**src/design/cart_pkg.sv**
```systemverilog
/*
 * Cart loader download definitions
 * Header mode and region settings, download word sizes and the
 * internal ROM header offsets used by the cartridge detector
 */
`default_nettype none

package cart_pkg;

	// ==========================================================
	// Settings
	// ==========================================================
	typedef enum logic [2:0] {
		AUTO,
		NO_HEADER,
		LOROM,
		HIROM,
		EXHIROM
	} header_mode_e;

	typedef enum logic [1:0] {
		REGION_AUTO,
		REGION_NTSC,
		REGION_PAL
	} region_mode_e;

	// ==========================================================
	// Download stream and header layout
	// ==========================================================
	localparam int DL_WORD_W = 16;
	localparam int MASK_W    = 24;
	localparam int CODE_W    = 128; // Flags, address, compare, replace

	localparam logic [7:0] CHEAT_INDEX = 8'hFF; // Any other index is a cartridge

	// ROM size word of the internal header, RAM size is 2 bytes above
	localparam logic [23:0] LOROM_SIZE_ADDR   = 24'h007FD6;
	localparam logic [23:0] HIROM_SIZE_ADDR   = 24'h00FFD6;
	localparam logic [23:0] EXHIROM_SIZE_ADDR = 24'h40FFD6;

	localparam logic [3:0] DEFAULT_ROM_SIZE = 4'hC;

endpackage

`default_nettype wire

```
**src/design/save_pkg.sv**
```systemverilog
/*
 * Backup RAM definitions
 * Sequencer states and SD sector geometry
 */
`default_nettype none

package save_pkg;

	typedef enum logic {
		BK_IDLE,
		BK_XFER
	} bk_state_e;

	// 512 byte sectors
	localparam int SECTOR_SHIFT = 9;
	localparam int LBA_W        = 32;

endpackage

`default_nettype wire

```
**src/design/rom_header_detect.sv**
```systemverilog
/*
 * ROM header detector
 * Picks ROM type, ROM and RAM size masks and video region out of the
 * cartridge download, from the copier header or the internal header
 */
`timescale 1ns/100ps
`default_nettype none

module rom_header_detect #(
	parameter int COPIER_HDR_BYTES = 512,
	parameter int ADDR_W           = 25
) (
	input  wire                           clk_sys,
	input  wire                           RESET,
	input  wire                           ioctl_download_i,
	input  wire [7:0]                     ioctl_index_i,
	input  wire                           ioctl_wr_i,
	input  wire [ADDR_W-1:0]              ioctl_addr_i,
	input  wire [cart_pkg::DL_WORD_W-1:0] ioctl_dout_i,
	input  wire cart_pkg::header_mode_e   header_mode_i,
	input  wire cart_pkg::region_mode_e   region_mode_i,
	output wire                           cart_active_o,
	output logic [7:0]                    rom_type_o,
	output logic [cart_pkg::MASK_W-1:0]   rom_mask_o,
	output logic [cart_pkg::MASK_W-1:0]   ram_mask_o,
	output logic                          pal_o
);

	localparam int MW = cart_pkg::MASK_W;
	localparam logic [MW-1:0] ONE_KB = MW'(1024);

	// Internal header lands behind the copier header
	localparam logic [ADDR_W-1:0] HDR_OFS = ADDR_W'(COPIER_HDR_BYTES);
	localparam logic [ADDR_W-1:0] LO_ADDR = ADDR_W'(cart_pkg::LOROM_SIZE_ADDR) + HDR_OFS;
	localparam logic [ADDR_W-1:0] HI_ADDR = ADDR_W'(cart_pkg::HIROM_SIZE_ADDR) + HDR_OFS;
	localparam logic [ADDR_W-1:0] EX_ADDR = ADDR_W'(cart_pkg::EXHIROM_SIZE_ADDR) + HDR_OFS;

	logic [3:0]        rom_size;
	logic [3:0]        ram_size;
	logic [3:0]        rom_size_nxt;
	logic [3:0]        ram_size_nxt;
	logic              rom_region;
	logic [ADDR_W-1:0] size_addr;
	logic              hdr_fixed;  // Mode forces an internal header

	wire cart_wr = cart_active_o & ioctl_wr_i;

	assign cart_active_o = ioctl_download_i & (ioctl_index_i != cart_pkg::CHEAT_INDEX);

	// 1 KB shifted by the size code
	function automatic logic [MW-1:0] size_mask(input logic [3:0] size);
		return (ONE_KB << size) - MW'(1);
	endfunction

	always_comb begin
		hdr_fixed = 1'b1;
		case (header_mode_i)
			cart_pkg::LOROM:   size_addr = LO_ADDR;
			cart_pkg::HIROM:   size_addr = HI_ADDR;
			cart_pkg::EXHIROM: size_addr = EX_ADDR;
			default: begin
				size_addr = '0;
				hdr_fixed = 1'b0;
			end
		endcase
	end

	// Size codes after this word, masks are built from these
	always_comb begin
		rom_size_nxt = rom_size;
		ram_size_nxt = ram_size;
		if (ioctl_addr_i == '0) begin
			rom_size_nxt = cart_pkg::DEFAULT_ROM_SIZE;
			ram_size_nxt = 4'h0;
			if (header_mode_i == cart_pkg::AUTO && ioctl_dout_i[7:0] != 8'h00)
				{ram_size_nxt, rom_size_nxt} = ioctl_dout_i[7:0]; // Copier header sizes
		end
		if (hdr_fixed && ioctl_addr_i == size_addr)
			rom_size_nxt = ioctl_dout_i[11:8];
		if (hdr_fixed && ioctl_addr_i == size_addr + ADDR_W'(2))
			ram_size_nxt = ioctl_dout_i[3:0];
	end

	always_ff @(posedge clk_sys) begin
		if (RESET) begin
			rom_size   <= cart_pkg::DEFAULT_ROM_SIZE;
			ram_size   <= 4'h0;
			rom_region <= 1'b0;
			rom_type_o <= 8'h00;
			rom_mask_o <= '0;
			ram_mask_o <= '0;
			pal_o      <= 1'b0;
		end else begin
			if (cart_wr) begin
				rom_size   <= rom_size_nxt;
				ram_size   <= ram_size_nxt;
				rom_mask_o <= size_mask(rom_size_nxt);
				ram_mask_o <= (ram_size_nxt != 4'h0) ? size_mask(ram_size_nxt) : '0;
				if (ioctl_addr_i == '0) begin
					case (header_mode_i)
						cart_pkg::AUTO:    rom_type_o <= ioctl_dout_i[15:8];
						cart_pkg::HIROM:   rom_type_o <= 8'd1;
						cart_pkg::EXHIROM: rom_type_o <= 8'd2;
						default:           rom_type_o <= 8'd0; // No header, LoROM
					endcase
				end
				if (ioctl_addr_i == ADDR_W'(2))
					rom_region <= ioctl_dout_i[8];
			end

			// Region only moves between downloads
			if (!cart_active_o) begin
				case (region_mode_i)
					cart_pkg::REGION_NTSC: pal_o <= 1'b0;
					cart_pkg::REGION_PAL:  pal_o <= 1'b1;
					default:               pal_o <= rom_region;
				endcase
			end
		end
	end

endmodule

`default_nettype wire

```
**src/design/cheat_code_assembler.sv**
```systemverilog
/*
 * Cheat code assembler
 * Packs eight download words of a cheat record into one code
 * and strobes it out once the last word arrives
 */
`timescale 1ns/100ps
`default_nettype none

module cheat_code_assembler #(
	parameter int ADDR_W = 25
) (
	input  wire                           clk_sys,
	input  wire                           RESET,
	input  wire                           ioctl_download_i,
	input  wire [7:0]                     ioctl_index_i,
	input  wire                           ioctl_wr_i,
	input  wire [ADDR_W-1:0]              ioctl_addr_i,
	input  wire [cart_pkg::DL_WORD_W-1:0] ioctl_dout_i,
	output logic [cart_pkg::CODE_W-1:0]   code_o,
	output logic                          code_valid_o
);

	wire code_wr = ioctl_download_i & ioctl_wr_i & (ioctl_index_i == cart_pkg::CHEAT_INDEX);

	// Layout is flags 127:96, address 95:64, compare 63:32, replace 31:0
	always_ff @(posedge clk_sys) begin
		if (code_wr) begin
			case (ioctl_addr_i[3:0])
				4'd0:  code_o[111:96]  <= ioctl_dout_i; // Flags low
				4'd2:  code_o[127:112] <= ioctl_dout_i;
				4'd4:  code_o[79:64]   <= ioctl_dout_i; // Address low
				4'd6:  code_o[95:80]   <= ioctl_dout_i;
				4'd8:  code_o[47:32]   <= ioctl_dout_i; // Compare low
				4'd10: code_o[63:48]   <= ioctl_dout_i;
				4'd12: code_o[15:0]    <= ioctl_dout_i; // Replace low
				4'd14: code_o[31:16]   <= ioctl_dout_i;
				default: ;
			endcase
		end
	end

	// Last word of the record completes the code
	always_ff @(posedge clk_sys) begin
		if (RESET)
			code_valid_o <= 1'b0;
		else
			code_valid_o <= code_wr && (ioctl_addr_i[3:0] == 4'd14);
	end

endmodule

`default_nettype wire

```
**src/design/backup_sequencer.sv**
```systemverilog
/*
 * Backup RAM sequencer
 * Moves the cartridge RAM to and from the SD image one sector at a
 * time and keeps the enable and unsaved write flags
 */
`timescale 1ns/100ps
`default_nettype none

module backup_sequencer #(
	parameter int ADDR_W = 25
) (
	input  wire                          clk_sys,
	input  wire                          RESET,
	input  wire                          cart_active_i,
	input  wire [cart_pkg::MASK_W-1:0]   ram_mask_i,
	input  wire                          img_mounted_i,
	input  wire                          img_readonly_i,
	input  wire [63:0]                   img_size_i,
	input  wire                          bk_load_i,
	input  wire                          bk_save_i,
	input  wire                          autosave_i,
	input  wire                          osd_status_i,
	input  wire                          bsram_write_i,
	input  wire                          sd_ack_i,
	output logic [save_pkg::LBA_W-1:0]   sd_lba_o,
	output logic                         sd_rd_o,
	output logic                         sd_wr_o,
	output wire                          busy_o,
	output logic                         loading_o,
	output logic                         pending_o
);

	localparam int SECT_W = ADDR_W - save_pkg::SECTOR_SHIFT;

	save_pkg::bk_state_e state;
	logic                bk_ena;
	logic                old_cart;
	logic                old_load;
	logic                old_save;
	logic                old_ack;
	logic [SECT_W-1:0]   last_sector;

	wire load_req  = bk_load_i & bk_ena;
	wire save_req  = (bk_save_i | (pending_o & osd_status_i & autosave_i)) & bk_ena;
	wire cart_done = old_cart & ~cart_active_i;
	wire ack_rise  = sd_ack_i & ~old_ack;
	wire ack_fall  = old_ack & ~sd_ack_i;

	assign last_sector = SECT_W'(ram_mask_i >> save_pkg::SECTOR_SHIFT);
	assign busy_o      = (state == save_pkg::BK_XFER);

	// ==========================================================
	// Enable and pending flags
	// ==========================================================
	always_ff @(posedge clk_sys) begin
		if (RESET) begin
			old_cart  <= 1'b0;
			bk_ena    <= 1'b0;
			pending_o <= 1'b0;
		end else begin
			old_cart <= cart_active_i;
			if (!old_cart && cart_active_i)
				bk_ena <= 1'b0; // New cartridge
			if (cart_active_i && img_mounted_i && !img_readonly_i)
				bk_ena <= (ram_mask_i != '0); // Image is mounted before download ends

			if (bk_ena && !osd_status_i && bsram_write_i)
				pending_o <= 1'b1;
			else if (busy_o)
				pending_o <= 1'b0;
		end
	end

	// ==========================================================
	// Sector transfer FSM
	// ==========================================================
	always_ff @(posedge clk_sys) begin
		if (RESET) begin
			state     <= save_pkg::BK_IDLE;
			old_load  <= 1'b0;
			old_save  <= 1'b0;
			old_ack   <= 1'b0;
			loading_o <= 1'b0;
			sd_lba_o  <= '0;
			sd_rd_o   <= 1'b0;
			sd_wr_o   <= 1'b0;
		end else begin
			old_load <= load_req;
			old_save <= save_req;
			old_ack  <= sd_ack_i;

			// Host took the request
			if (ack_rise) begin
				sd_rd_o <= 1'b0;
				sd_wr_o <= 1'b0;
			end

			if (state == save_pkg::BK_IDLE) begin
				if ((load_req && !old_load) || (save_req && !old_save)) begin
					state     <= save_pkg::BK_XFER;
					loading_o <= load_req; // Load wins over save
					sd_lba_o  <= '0;
					sd_rd_o   <= load_req;
					sd_wr_o   <= ~load_req;
				end
				// Restore saved RAM right after the cartridge
				if (cart_done && img_size_i != '0 && bk_ena) begin
					state     <= save_pkg::BK_XFER;
					loading_o <= 1'b1;
					sd_lba_o  <= '0;
					sd_rd_o   <= 1'b1;
					sd_wr_o   <= 1'b0;
				end
			end else if (ack_fall) begin
				if (sd_lba_o >= save_pkg::LBA_W'(last_sector)) begin
					state     <= save_pkg::BK_IDLE;
					loading_o <= 1'b0;
				end else begin
					sd_lba_o <= sd_lba_o + save_pkg::LBA_W'(1);
					sd_rd_o  <= loading_o;
					sd_wr_o  <= ~loading_o;
				end
			end
		end
	end

endmodule

`default_nettype wire

```
**src/design/cart_loader_top.sv**
```systemverilog
/*
 * Cart loader top level
 * Header detection, cheat code assembly and backup RAM sequencing
 * on the shared download stream
 */
`timescale 1ns/100ps
`default_nettype none

module cart_loader_top #(
	parameter int ADDR_W           = 25,
	parameter int COPIER_HDR_BYTES = 512
) (
	input  wire                           clk_sys,
	input  wire                           RESET,
	// Download stream
	input  wire                           ioctl_download_i,
	input  wire [7:0]                     ioctl_index_i,
	input  wire                           ioctl_wr_i,
	input  wire [ADDR_W-1:0]              ioctl_addr_i,
	input  wire [cart_pkg::DL_WORD_W-1:0] ioctl_dout_i,
	// Settings
	input  wire cart_pkg::header_mode_e   header_mode_i,
	input  wire cart_pkg::region_mode_e   region_mode_i,
	input  wire                           bk_load_i,
	input  wire                           bk_save_i,
	input  wire                           autosave_i,
	input  wire                           osd_status_i,
	// Image and BSRAM activity
	input  wire                           img_mounted_i,
	input  wire                           img_readonly_i,
	input  wire [63:0]                    img_size_i,
	input  wire                           bsram_write_i,
	input  wire                           sd_ack_i,
	output wire                           cart_active_o,
	output wire [7:0]                     rom_type_o,
	output wire [cart_pkg::MASK_W-1:0]    rom_mask_o,
	output wire [cart_pkg::MASK_W-1:0]    ram_mask_o,
	output wire                           pal_o,
	output wire [cart_pkg::CODE_W-1:0]    code_o,
	output wire                           code_valid_o,
	output wire [save_pkg::LBA_W-1:0]     sd_lba_o,
	output wire                           sd_rd_o,
	output wire                           sd_wr_o,
	output wire                           busy_o,
	output wire                           loading_o,
	output wire                           pending_o
);

	wire                        cart_active;
	wire [cart_pkg::MASK_W-1:0] ram_mask;

	assign cart_active_o = cart_active;
	assign ram_mask_o    = ram_mask;

	rom_header_detect #(
		.COPIER_HDR_BYTES (COPIER_HDR_BYTES),
		.ADDR_W           (ADDR_W)
	) hdr0 (
		.clk_sys          (clk_sys),
		.RESET            (RESET),
		.ioctl_download_i (ioctl_download_i),
		.ioctl_index_i    (ioctl_index_i),
		.ioctl_wr_i       (ioctl_wr_i),
		.ioctl_addr_i     (ioctl_addr_i),
		.ioctl_dout_i     (ioctl_dout_i),
		.header_mode_i    (header_mode_i),
		.region_mode_i    (region_mode_i),
		.cart_active_o    (cart_active),
		.rom_type_o       (rom_type_o),
		.rom_mask_o       (rom_mask_o),
		.ram_mask_o       (ram_mask),
		.pal_o            (pal_o)
	);

	cheat_code_assembler #(
		.ADDR_W (ADDR_W)
	) cheat0 (
		.clk_sys          (clk_sys),
		.RESET            (RESET),
		.ioctl_download_i (ioctl_download_i),
		.ioctl_index_i    (ioctl_index_i),
		.ioctl_wr_i       (ioctl_wr_i),
		.ioctl_addr_i     (ioctl_addr_i),
		.ioctl_dout_i     (ioctl_dout_i),
		.code_o           (code_o),
		.code_valid_o     (code_valid_o)
	);

	backup_sequencer #(
		.ADDR_W (ADDR_W)
	) bk0 (
		.clk_sys        (clk_sys),
		.RESET          (RESET),
		.cart_active_i  (cart_active),
		.ram_mask_i     (ram_mask),
		.img_mounted_i  (img_mounted_i),
		.img_readonly_i (img_readonly_i),
		.img_size_i     (img_size_i),
		.bk_load_i      (bk_load_i),
		.bk_save_i      (bk_save_i),
		.autosave_i     (autosave_i),
		.osd_status_i   (osd_status_i),
		.bsram_write_i  (bsram_write_i),
		.sd_ack_i       (sd_ack_i),
		.sd_lba_o       (sd_lba_o),
		.sd_rd_o        (sd_rd_o),
		.sd_wr_o        (sd_wr_o),
		.busy_o         (busy_o),
		.loading_o      (loading_o),
		.pending_o      (pending_o)
	);

endmodule

`default_nettype wire

```
**config.mk**
```make
export PLATFORM = sky130hd
export DESIGN_NAME = cart_loader_top
export DESIGN_NICKNAME = d
export VERILOG_FILES = /design/src/design/cart_pkg.sv /design/src/design/save_pkg.sv /design/src/design/rom_header_detect.sv /design/src/design/cheat_code_assembler.sv /design/src/design/backup_sequencer.sv /design/src/design/cart_loader_top.sv
export SDC_FILE = /design/constraint.sdc
export NUM_CORES = 1
export LEC_CHECK = 0
export ABC_AREA = 1
export BUFFER_PORTS_ARGS = -buffer_cell sky130_fd_sc_hd__buf_2
export CAP_MARGIN = 20
export CORE_UTILIZATION = 54
export CTS_CLUSTER_DIAMETER = 60
export DETAILED_ROUTE_END_ITERATION = 12
export PLACE_DENSITY = 0.88
export SLEW_MARGIN = 10
export SYNTH_ARGS = -nofsm -noshare
export SYNTH_HDL_FRONTEND = slang
export SYNTH_HIERARCHICAL = 1
export SYNTH_SLANG_ARGS = --single-unit
```
**constraint.sdc**
```tcl
create_clock -name clk_sys -period 5.3 [get_ports clk_sys]
set_clock_uncertainty 0.2 [all_clocks]
set_input_delay 1.325 -clock clk_sys [delete_from_list [all_inputs] [get_ports clk_sys]]
set_output_delay 1.325 -clock clk_sys [all_outputs]
set_load 0.005 [all_outputs]
```
Yosys cells after proc, flatten, opt, wreduce, memory -nomap -nowiden
Index checks and enable logic that the tools add are counted.
{"block": "word_totals", "wordCells": 155, "register_bits": 237, "latchBits": 0, "romBits": 0, "memories": 0, "output_inout_bits": 224, "ramBits": 0, "input_bits": 130}
{"block": "classes", "n_mux": 42, "add_sub_neg": 4, "n_eq_ne": 20, "div_mod_pow": 0, "shift": 2, "multipliers": 0, "reduce_logical": 42, "order_cmp": 1, "bitwise_logic": 17}
{"op": "2-to-1 mux 32 bit", "count": 5}
{"op": "case mux 23 bit (3 select lines)", "count": 1}
{"op": "nonzero test 64 bit", "count": 1}
{"op": "<< shifter 11 x 4 -> 24 bit (first input constant)", "count": 2}
{"op": "subtractor 24 x 1 -> 24 bit (second input constant)", "count": 2}
{"op": "adder 32 x 1 -> 32 bit (second input constant)", "count": 1}
{"op": "greater-or-equal comparator 32 x 15 -> 1 bit", "count": 1}
{"op": "2-to-1 mux 1 bit", "count": 27}
{"op": "equality test 25 x 2 -> 1 bit (second input constant)", "count": 1}
{"op": "equality test 25 x 23 -> 1 bit", "count": 1}
{"op": "equality test 25 bit", "count": 1}
{"op": "zero test 25 bit", "count": 1}
{"op": "adder 23 x 2 -> 24 bit (second input constant)", "count": 1}
{"op": "2-to-1 mux 24 bit", "count": 1}
{"op": "2-to-1 mux 4 bit", "count": 6}
{"op": "case mux 8 bit (3 select lines)", "count": 1}
{"op": "nonzero test 24 bit", "count": 1}
{"op": "AND reduction 2 bit", "count": 10}
{"op": "equality test 4 bit (second input constant)", "count": 4}
{"op": "logical AND 1 bit", "count": 13}
{"op": "AND 1 bit", "count": 11}
{"op": "equality test 4 x 3 -> 1 bit (second input constant)", "count": 2}
{"op": "equality test 8 bit (second input constant)", "count": 1}
{"op": "!= test 8 bit (second input constant)", "count": 1}
{"op": "other kinds (19)", "count": 32}

Depth between registers and ports, before layout
Gate-level depths: netlist of run 1.
{"block": "depth", "depth_word": 9, "ltp_mapped": 20}

Modules after synthesis
Netlist of run 1, hierarchy kept.
{"mod": "cheat_code_assembler", "cells_each": 159, "instances": 1, "area_each_um2": 3996.3}
{"mod": "rom_header_detect", "cells_each": 464, "instances": 1, "area_each_um2": 3024.2}
{"mod": "backup_sequencer", "cells_each": 407, "instances": 1, "area_each_um2": 2761.4}

Least setup slack after synthesis of run 1
No wires, ideal clock.
{"block": "synth_path", "path_kind": "input-to-reg", "startpoint": "in ioctl_addr_i[13]", "endpoint": "reg hdr0/rom_mask_o[14] in the netlist's numbering", "setup_ps": 109, "path_slack_ps": 1738, "arrival_ps": 3254, "required_time_ps": 4991, "path_stages": 18, "path_cell_list": "nor2_2 > nand3_1 > nor2_1 > nand3_2 > buf_6 > o21ai_0 > nand2_1 > o21ai_2 > nand2_2 > nor2_1 > nand2_1 > ha_1 > buf_4 > nand2_4 > xor2_1 > nand2_1 > nand2_1 > inv_1"}
{"block": "synth_between", "elab_chain_len": 5, "word_cells_on_any_way": 7}
{"item": "start: declaration", "line_no": "cart_loader_top.sv:19", "rtl": "input wire [ADDR_W-1:0] ioctl_addr_i,"}
{"item": "zero test 25 bit / equality test 25 x 23 -> 1 bit (equally long branches)", "line_no": "rom_header_detect.sv:72, rom_header_detect.sv:78"}
{"item": "2-to-1 mux 4 bit / logical AND 1 bit (equally long branches)", "line_no": "rom_header_detect.sv:72, rom_header_detect.sv:78"}
{"item": "2-to-1 mux 4 bit (*)", "line_no": "rom_header_detect.sv:78", "rtl": "if (hdr_fixed && ioctl_addr_i == size_addr)"}
{"item": "<< shifter 11 x 4 -> 24 bit (*)", "line_no": "rom_header_detect.sv:52", "rtl": "return (ONE_KB << size) - MW'(1);"}
{"item": "subtractor 24 x 1 -> 24 bit (*)", "line_no": "rom_header_detect.sv:52"}
{"item": "end signal: assignment", "line_no": "rom_header_detect.sv:97", "rtl": "rom_mask_o <= size_mask(rom_size_nxt);"}
{"item": "end: declaration", "line_no": "rom_header_detect.sv:24", "rtl": "output logic [cart_pkg::MASK_W-1:0] rom_mask_o,"}
Every way passes the cells marked *; elsewhere a longest branch is shown, timed or not.
A chain may end at the register's enable or synchronous reset.

Worst setup path after layout of run 1
{"block": "layout_path", "startpoint": "in ioctl_index_i[6]", "endpoint": "out cart_active_o"}
{"block": "layout_between", "elab_chain_len": 2}
{"item": "start: declaration", "line_no": "cart_loader_top.sv:17", "rtl": "input wire [7:0] ioctl_index_i,"}
{"item": "!= test 8 bit", "line_no": "rom_header_detect.sv:48", "rtl": "assign cart_active_o = ioctl_download_i & (ioctl_index_i != cart_pkg::CHEAT_INDEX);"}
{"item": "AND 1 bit", "line_no": "rom_header_detect.sv:48"}
{"item": "end: declaration", "line_no": "cart_loader_top.sv:34", "rtl": "output wire cart_active_o,"}
No other way between the ends.

==> impl_metrics.csv, run 1 <==
group,metric,value,unit
placed_design,gp_congestion,0.9521,
setup_path,worstSetupPathType,"in -> out",
drt,met2_length,13840,µm
setup_path,cpMaxStageDelayCell,"or2_2",
drt,drt-vias-per-instance,5.286,
synth,ys_seq_area_share,57.92,%
synth,yosysWarnings,6,
drt,drc,0,
placed_design,dp_hpwl,19800,µm
power,power.internal,2.880,mW
global_route,grt_pass1_vias,7671,
cts,root_buffer,"clkbuf_16",
setup_path,worst_setup_path_end_kind,"output port",
die,initial_utilization,55.97,%
sta,hold_viol,0,
cts,cts-resized-gates,0,
power,p_per_area,298.7,nW/µm²
job,max_cap_violations,0,
sta,worst_pin_slew,0.9820,ns
synth,avgSynthCellArea,9.497,µm²
synth,syn_area,9782,µm²
sta,slew_viol_final,0,
sta,finalCriticalPeriod,3.755,ns
sta,setup_tns,0,ns
drt,routedWlPerCell,17.05,µm
synth,ys_ff_latch,219,
hold_path,hp-class,"reg -> reg",
synth,synth_cell_types,43,
cts,postCtsSetupBuffers,0,
drt,routed-via-count,8547,
synth,dominantRegCellSynth,"edfxtp_1",
drt,wl,27580,µm
die,rows,48,
setup_path,critPathMaxStageDelay,0.29,ns
cts,cts_tree,"built",
power,ir_drop,0.2221,mV
cts,cts-hold-fix-buffers,0,
cells_and_area,drive_gt1_share,35.92,%
cells_and_area,num_antenna_cells,0,
cts,clk_latency,0.50,ns
synth,synth_area_leaders,"edfxtp_1 39%, dfxtp_1 19%, nand2_1 7.3%",
sta,finalCritPeriodShare,70.85,%
synth,synth_edf_count,128,
power,p_leak,5.500,nW
cells_and_area,nets,1525,
cells_and_area,fin_util,71.18,%
cts,clk_pin_slew,0.06,ns
sta,rsz0062_at_grt,"false",
global_route,grt_max_degree,35,
cells_and_area,fin_cells,1617,
synth,synth_fa_ha_area_share,2.430,%
synth,synth_mux_area_share,0,%
drt,final_antenna_net_count,0,
cts,clock-sinks,219,
sta,max_freq,266.3,MHz
synth,yosysMostFrequentCell,"nand2_1",
cells_and_area,fin_area,12440,µm²
setup_path,crit_path_start_kind,"primary input",
sta,slew_headroom,34.46,%
die,fp.dieW,136.6,µm
synth,synth_common_cells,"190 x nand2_1, 139 x nor2_1, 128 x edfxtp_1, 97 x inv_1, 91 x dfxtp_1",
die,die_h,136.6,µm
placed_design,place_area,11660,µm²
setup_path,crit_top_cell,"buf_2",
synth,synth_compound_area_share,6.971,%
cts,cts_buffers,22,
global_route,grt_use_total,28.38,%
setup_path,critical_path_required,3.77,ns
placed_design,dp.cells,1575,
global_route,grt_overflow_total,0,
drt,drt_iter0_drc,584,
synth,synth_top_family_by_area,"simple AND/OR/NAND/NOR gates",
drt,dr.pass1.iters,6,
synth,syn_nets,1179,
sta,setup_violations,0,
power,p_comb_share,7.4,%
synth,synth_xor_area_share,0.9849,%
power,pwr-share-clk,43.5,%
synth,synth-simple-area-share,24.72,%
drt,route.met3.wl,2125,µm
synth,synth_cells,1030,
drt,top_layer,"met4",
drt,drt-met1-wl,10540,µm
setup_path,crit_path_max_fanout,4,
cells_and_area,n_fill_cell,1255,
setup_path,crit_arrival,2.23,ns
power,seq_power_share,49.1,%
die,die_area,18660,µm²
die,coreArea,17480,µm²
global_route,antenna_found_initial,0,
cts,clock_path_buffers,3,
power,power.share.switching,22.48,%
setup_path,path_cells,"buf_2 -> nand4_1 -> or2_2 -> nand2_1 -> inv_1 -> buf_2",
synth,synth.top_cell.area_share,39.29,%
run_status,status,"finished, final reports clean",
synth,async_flop_share,0,%
placed_design,io_buffers,353,
power,switchingPower,835.4,µW
cells_and_area,area.growth.synth_to_final,27.17,%
global_route,grt_first_pass_wirelength,40170,µm
die,ioPinCount,354,
synth,yosys.area.top_type,"edfxtp_1",
cts,htreeDepth,1,
-- final cells by class --
type	count	area, µm²	area share [%]
multi-input combinational	659	3457	27.79
sequential	219	5665	45.54
timing repair buffer	364	1864	14.99
inverter	110	417.9	3.359
clock inverter	12	180.2	1.448
tap	225	281.5	2.263
clock buffer	28	573.1	4.607
-- kinds of logic after synthesis --
group                      count (synthesis)
AOI/OAI and AO/OA                        116
adders and majority gates                 19
and+or+nand+nor                          513
xor gates and xnor gates                  11
DFF                                      219
buffers and inverters                    152
-- power by group through the flow --
stage	sequential (mW)	clock (mW)	combinational, mW
floorplan	1.86	0	0.153
global placement	1.86	0	0.260
detailed placement	1.86	0	0.267
CTS	1.83	1.62	0.270
global route	1.83	1.68	0.302
finish	1.83	1.62	0.274
-- state kept, by name (all words and copies together) (netlist names) --
register,flops
hdr0/rom_type_o,8
hdr0/pal_o,1
cheat0/code_valid_o,1
cheat0/code_o,128
hdr0/ram_size,4
bk0/sd_lba_o,32
bk0/pending_o,1
bk0/busy_o,1
hdr0/rom_region,1
bk0/sd_rd_o,1
hdr0/ram_mask_o,15
bk0/sd_wr_o,1
hdr0/rom_size,4
bk0/old_ack,1
bk0/old_cart,1
bk0/loading_o,1
bk0/old_save,1
bk0/old_load,1
bk0/bk_ena,1
hdr0/rom_mask_o,15
-- routing by layer --
metal  vias to the layer above  global-route usage (%)
met4                         0                   11.98
met3                        69                   3.926
met1                      3926                   34.59
met2                       458                   50.17
met5                         -                       0
li1                       4094                       -
-- layout by cell type, fill, tap and decap left out, types with 4 or more instances in the layout --
| cell | instances |
|---|---|
| buf_2 | 353 |
| nand2_1 | 190 |
| nor2_1 | 136 |
| edfxtp_1 | 128 |
| inv_1 | 97 |
| dfxtp_1 | 91 |
| nand3_1 | 70 |
| a21oi_1 | 56 |
| o21ai_0 | 30 |
| nand2_2 | 25 |
| clkbuf_16 | 22 |
| ha_1 | 19 |
| nand4_1 | 17 |
| nor3_1 | 17 |
| nor2_2 | 15 |
| a21oi_2 | 15 |
| inv_2 | 9 |
| buf_4 | 9 |
| nand2_4 | 8 |
| nand3_2 | 6 |
| xor2_1 | 6 |
| nor3b_2 | 6 |
| clkbuf_1 | 6 |
| nor2_4 | 5 |
| xnor2_1 | 5 |
| nor4_1 | 5 |
| o21ai_1 | 4 |
| nor3_2 | 4 |
| clkinv_2 | 4 |
| bufinv_16 | 4 |
-- final timing paths --
check / from / cells past startpoint / endpoint / slack, ns
max: ioctl_index_i[6] / 6 / cart_active_o / 1.54
min: bk0/sd_lba_o[24] / 2 / bk0/sd_lba_o[24] / 0.26
max reg2reg: hdr0/ram_mask_o[9] / 13 / bk0/sd_lba_o[2] / 2.64
min reg2reg: bk0/sd_lba_o[24] / 2 / bk0/sd_lba_o[24] / 0.26
-- worst max-delay path: cells and delay by family --
family        cells  cell delay (ns)
simple gates      3             0.48
buf+inv           3             0.42
-- through the flow --
stage | power [mW] | setup WS, ns | hold WS (ns)
floorplan | 2.014 | 1.738 | 0.2237
global placement | 2.122 | 1.409 | 0.2457
detailed placement | 2.130 | 1.314 | 0.2509
CTS | 3.721 | 1.540 | 0.2597
global route | 3.810 | 1.405 | 0.2806
finish | 3.716 | 1.545 | 0.2571
(Power assumes the default switching activity.)
==> inputs of run 2 (changes only) <==
--- a/config.mk
+++ b/config.mk
@@ -8,10 +8,10 @@
 export ABC_AREA = 1
 export BUFFER_PORTS_ARGS = -buffer_cell sky130_fd_sc_hd__buf_2
 export CAP_MARGIN = 20
-export CORE_UTILIZATION = 54
+export CORE_UTILIZATION = 50
 export CTS_CLUSTER_DIAMETER = 60
 export DETAILED_ROUTE_END_ITERATION = 12
-export PLACE_DENSITY = 0.88
+export PLACE_DENSITY = 0.82
 export SLEW_MARGIN = 10
 export SYNTH_ARGS = -nofsm -noshare
 export SYNTH_HDL_FRONTEND = slang
==> constraint.sdc (replaced) <==
create_clock -name clk_sys -period 3.89 [get_ports clk_sys]
set_clock_uncertainty 0.2 [all_clocks]
set_input_delay 0.9725 -clock clk_sys [delete_from_list [all_inputs] [get_ports clk_sys]]
set_output_delay 0.9725 -clock clk_sys [all_outputs]
set_load 0.005 [all_outputs]
==> run 2 against run 1 <==
Wire length down 2.5%. Critical path depth up 11. Global-route usage down 2.5 points. Critical path type is now in -> reg.
==> impl_metrics.csv, run 2 (same netlist as run 1, synthesis figures left out) <==
group,metric,value,unit
job,max_cap_violations,0,
placed_design,io_buffers,353,
setup_path,rrSetupSlack,1.20,ns
setup_path,worstSetupPathType,"in -> reg",
cells_and_area,largest_reg_flops,128,
setup_path,r2r_cells,13,
cts,cts-resized-gates,0,
setup_path,cpMaxStageDelayCell,"ha_1",
cells_and_area,num_antenna_cells,0,
die,die_h,141.9,µm
hold_path,hp-class,"reg -> reg",
cts,root_buffer,"clkbuf_16",
cells_and_area,top_regs,"cheat0/code_o x128, bk0/sd_lba_o x32",
sta,hold_viol,0,
cts,clk_latency,0.52,ns
hold_path,hold_path.startpoint,"bk0/sd_lba_o[23]",
sta,max_freq,315.3,MHz
global_route,antenna_found_initial,0,
die,rows,50,
setup_path,r2r_start,"hdr0/ram_mask_o[9]",
cts,cts_tree,"built",
run_status,status,"finished, final reports clean",
die,ioPinCount,354,
power,p_per_area,405.7,nW/µm²
setup_path,crit_path_max_fanout,15,
die,coreArea,18960,µm²
hold_path,hold_end,"bk0/sd_lba_o[23]",
cts,cts_buffers,23,
cts,clk_pin_slew,0.06,ns
sta,finalCriticalPeriod,3.171,ns
drt,wl,26890,µm
drt,drt-vias-per-instance,5.138,
power,fin_total_pwr,5.079,mW
global_route,grt_first_pass_wirelength,40260,µm
cts,clock-sinks,219,
cells_and_area,regMostFlops,"cheat0/code_o",
setup_path,timing.rr.end,"bk0/sd_lba_o[2]",
sta,worst_pin_slew,0.9183,ns
global_route,grt_use_total,25.89,%
cells_and_area,area.growth.synth_to_final,27.99,%
drt,routed-via-count,8513,
cts,htreeDepth,1,
placed_design,dp_hpwl,19830,µm
setup_path,worst_setup_path_end_kind,"flip-flop",
cells_and_area,fin_util,66.05,%
setup_path,critPathMaxStageDelay,0.32,ns
cells_and_area,final_common_cell,"buf_2",
sta,rsz0062_at_grt,"false",
sta,finalCritPeriodShare,81.53,%
cells_and_area,most-common-layout-cells,"353 x buf_2, 190 x nand2_1, 137 x nor2_1",
sta,slew_headroom,38.56,%
sta,setup_tns,0,ns
setup_path,critical_path_required,4.10,ns
die,initial_utilization,51.60,%
die,die_area,20130,µm²
global_route,grt_max_degree,70,
cts,cts-hold-fix-buffers,0,
placed_design,gp_congestion,0.9034,
hold_path,whs_path_depth,2,
drt,drc,0,
cells_and_area,nets,1529,
setup_path,crit_path_start_kind,"primary input",
global_route,grt_pass1_vias,7845,
power,p_leak,5.532,nW
sta,slew_viol_final,0,
setup_path,crit_top_cell,"nand2_1",
power,ir_drop,0.2943,mV
drt,final_antenna_net_count,0,
drt,dr.pass1.iters,6,
sta,setup_violations,0,
setup_path,path_cells,"buf_2 -> nor2_2 -> nand3_1 -> nor2_1 -> nand3_2 -> o21ai_0 -> nand2_1 -> o21ai_2 -> nand2_2 -> nor2_1 -> nand2_1 -> ha_1 -> nand2_4 -> xor2_1 -> nand2_1 -> nand2_1 -> inv_1",
cells_and_area,drive_gt1_share,36.01,%
global_route,grt_overflow_total,0,
setup_path,crit_arrival,3.38,ns
drt,routedWlPerCell,16.23,µm
drt,drt_iter0_drc,478,
cts,postCtsSetupBuffers,0,
cts,clock_path_buffers,3,
die,fp.dieW,141.9,µm
==> run 2: changes by cell type in the layout (fill, tap and decap cells not counted), sizes merged <==
cell,delta
buf,+3
clkbuf,+3
bufinv,-1
clkinvlp,-1
inv,+1
==> run 2: worst max-delay path by stage <==
stage / startpoint / to / slack, ns / depth (start not counted)
after floorplan: ioctl_addr_i[13] / hdr0/rom_mask_o[14] / 0.68 / 18
after global placement: ioctl_addr_i[13] / hdr0/rom_mask_o[14] / 0.36 / 17
after detailed placement: ioctl_addr_i[13] / hdr0/rom_mask_o[14] / 0.26 / 17
after CTS: ioctl_addr_i[13] / hdr0/rom_mask_o[14] / 0.75 / 17
after global routing: ioctl_addr_i[13] / hdr0/rom_mask_o[14] / 0.46 / 17
final: ioctl_addr_i[13] / hdr0/rom_mask_o[14] / 0.72 / 17
==> run 2: stage by stage <==
stage / std cells / setup WS (ns) / instance area (µm²) / hold WS [ns]
CTS: 1657 / 0.7541 / 12520 / 0.2685
finish: 1657 / 0.7186 / 12520 / 0.2634
global placement: 1615 / 0.3557 / 11750 / 0.2513
detailed placement: 1615 / 0.2628 / 11750 / 0.2554
global route: 1657 / 0.4610 / 12520 / 0.2838
floorplan: 1030 / 0.6801 / 9782 / 0.2237
==> run 2: cell type report <==
class | instances | area [µm²]
inverter | 110 | 417.9
timing repair buffer | 367 | 1884
clock buffer | 31 | 625.6
clock inverter | 11 | 146.4
tap | 260 | 325.3
multi-input combinational | 659 | 3455
fill | 1527 | 6436
sequential | 219 | 5665
==> run 2: critical path, delay by kind of cell <==
family          cells  cell delay [ns]
compound gates      2             0.35
xor+xnor            1             0.15
simple gates       11             1.44
fa+ha+maj           1             0.32
buf+inv             2             0.13
==> run 2: metal layers <==
layer | track usage (%) | up-vias | wire length (µm)
met5 | 0 | - | 0
met2 | 45.42 | 389 | 13590
li1 | - | 4113 | -
met1 | 31.70 | 3953 | 10640
met4 | 10.64 | 0 | 811
met3 | 4.219 | 58 | 1851
==> run 2: power by group <==
part / leakage (nW) / switching (mW) / internal [mW]
logic: 3.27 / 0.232 / 0.138
clock network: 0.378 / 0.884 / 1.34
registers: 1.89 / 0.0178 / 2.47
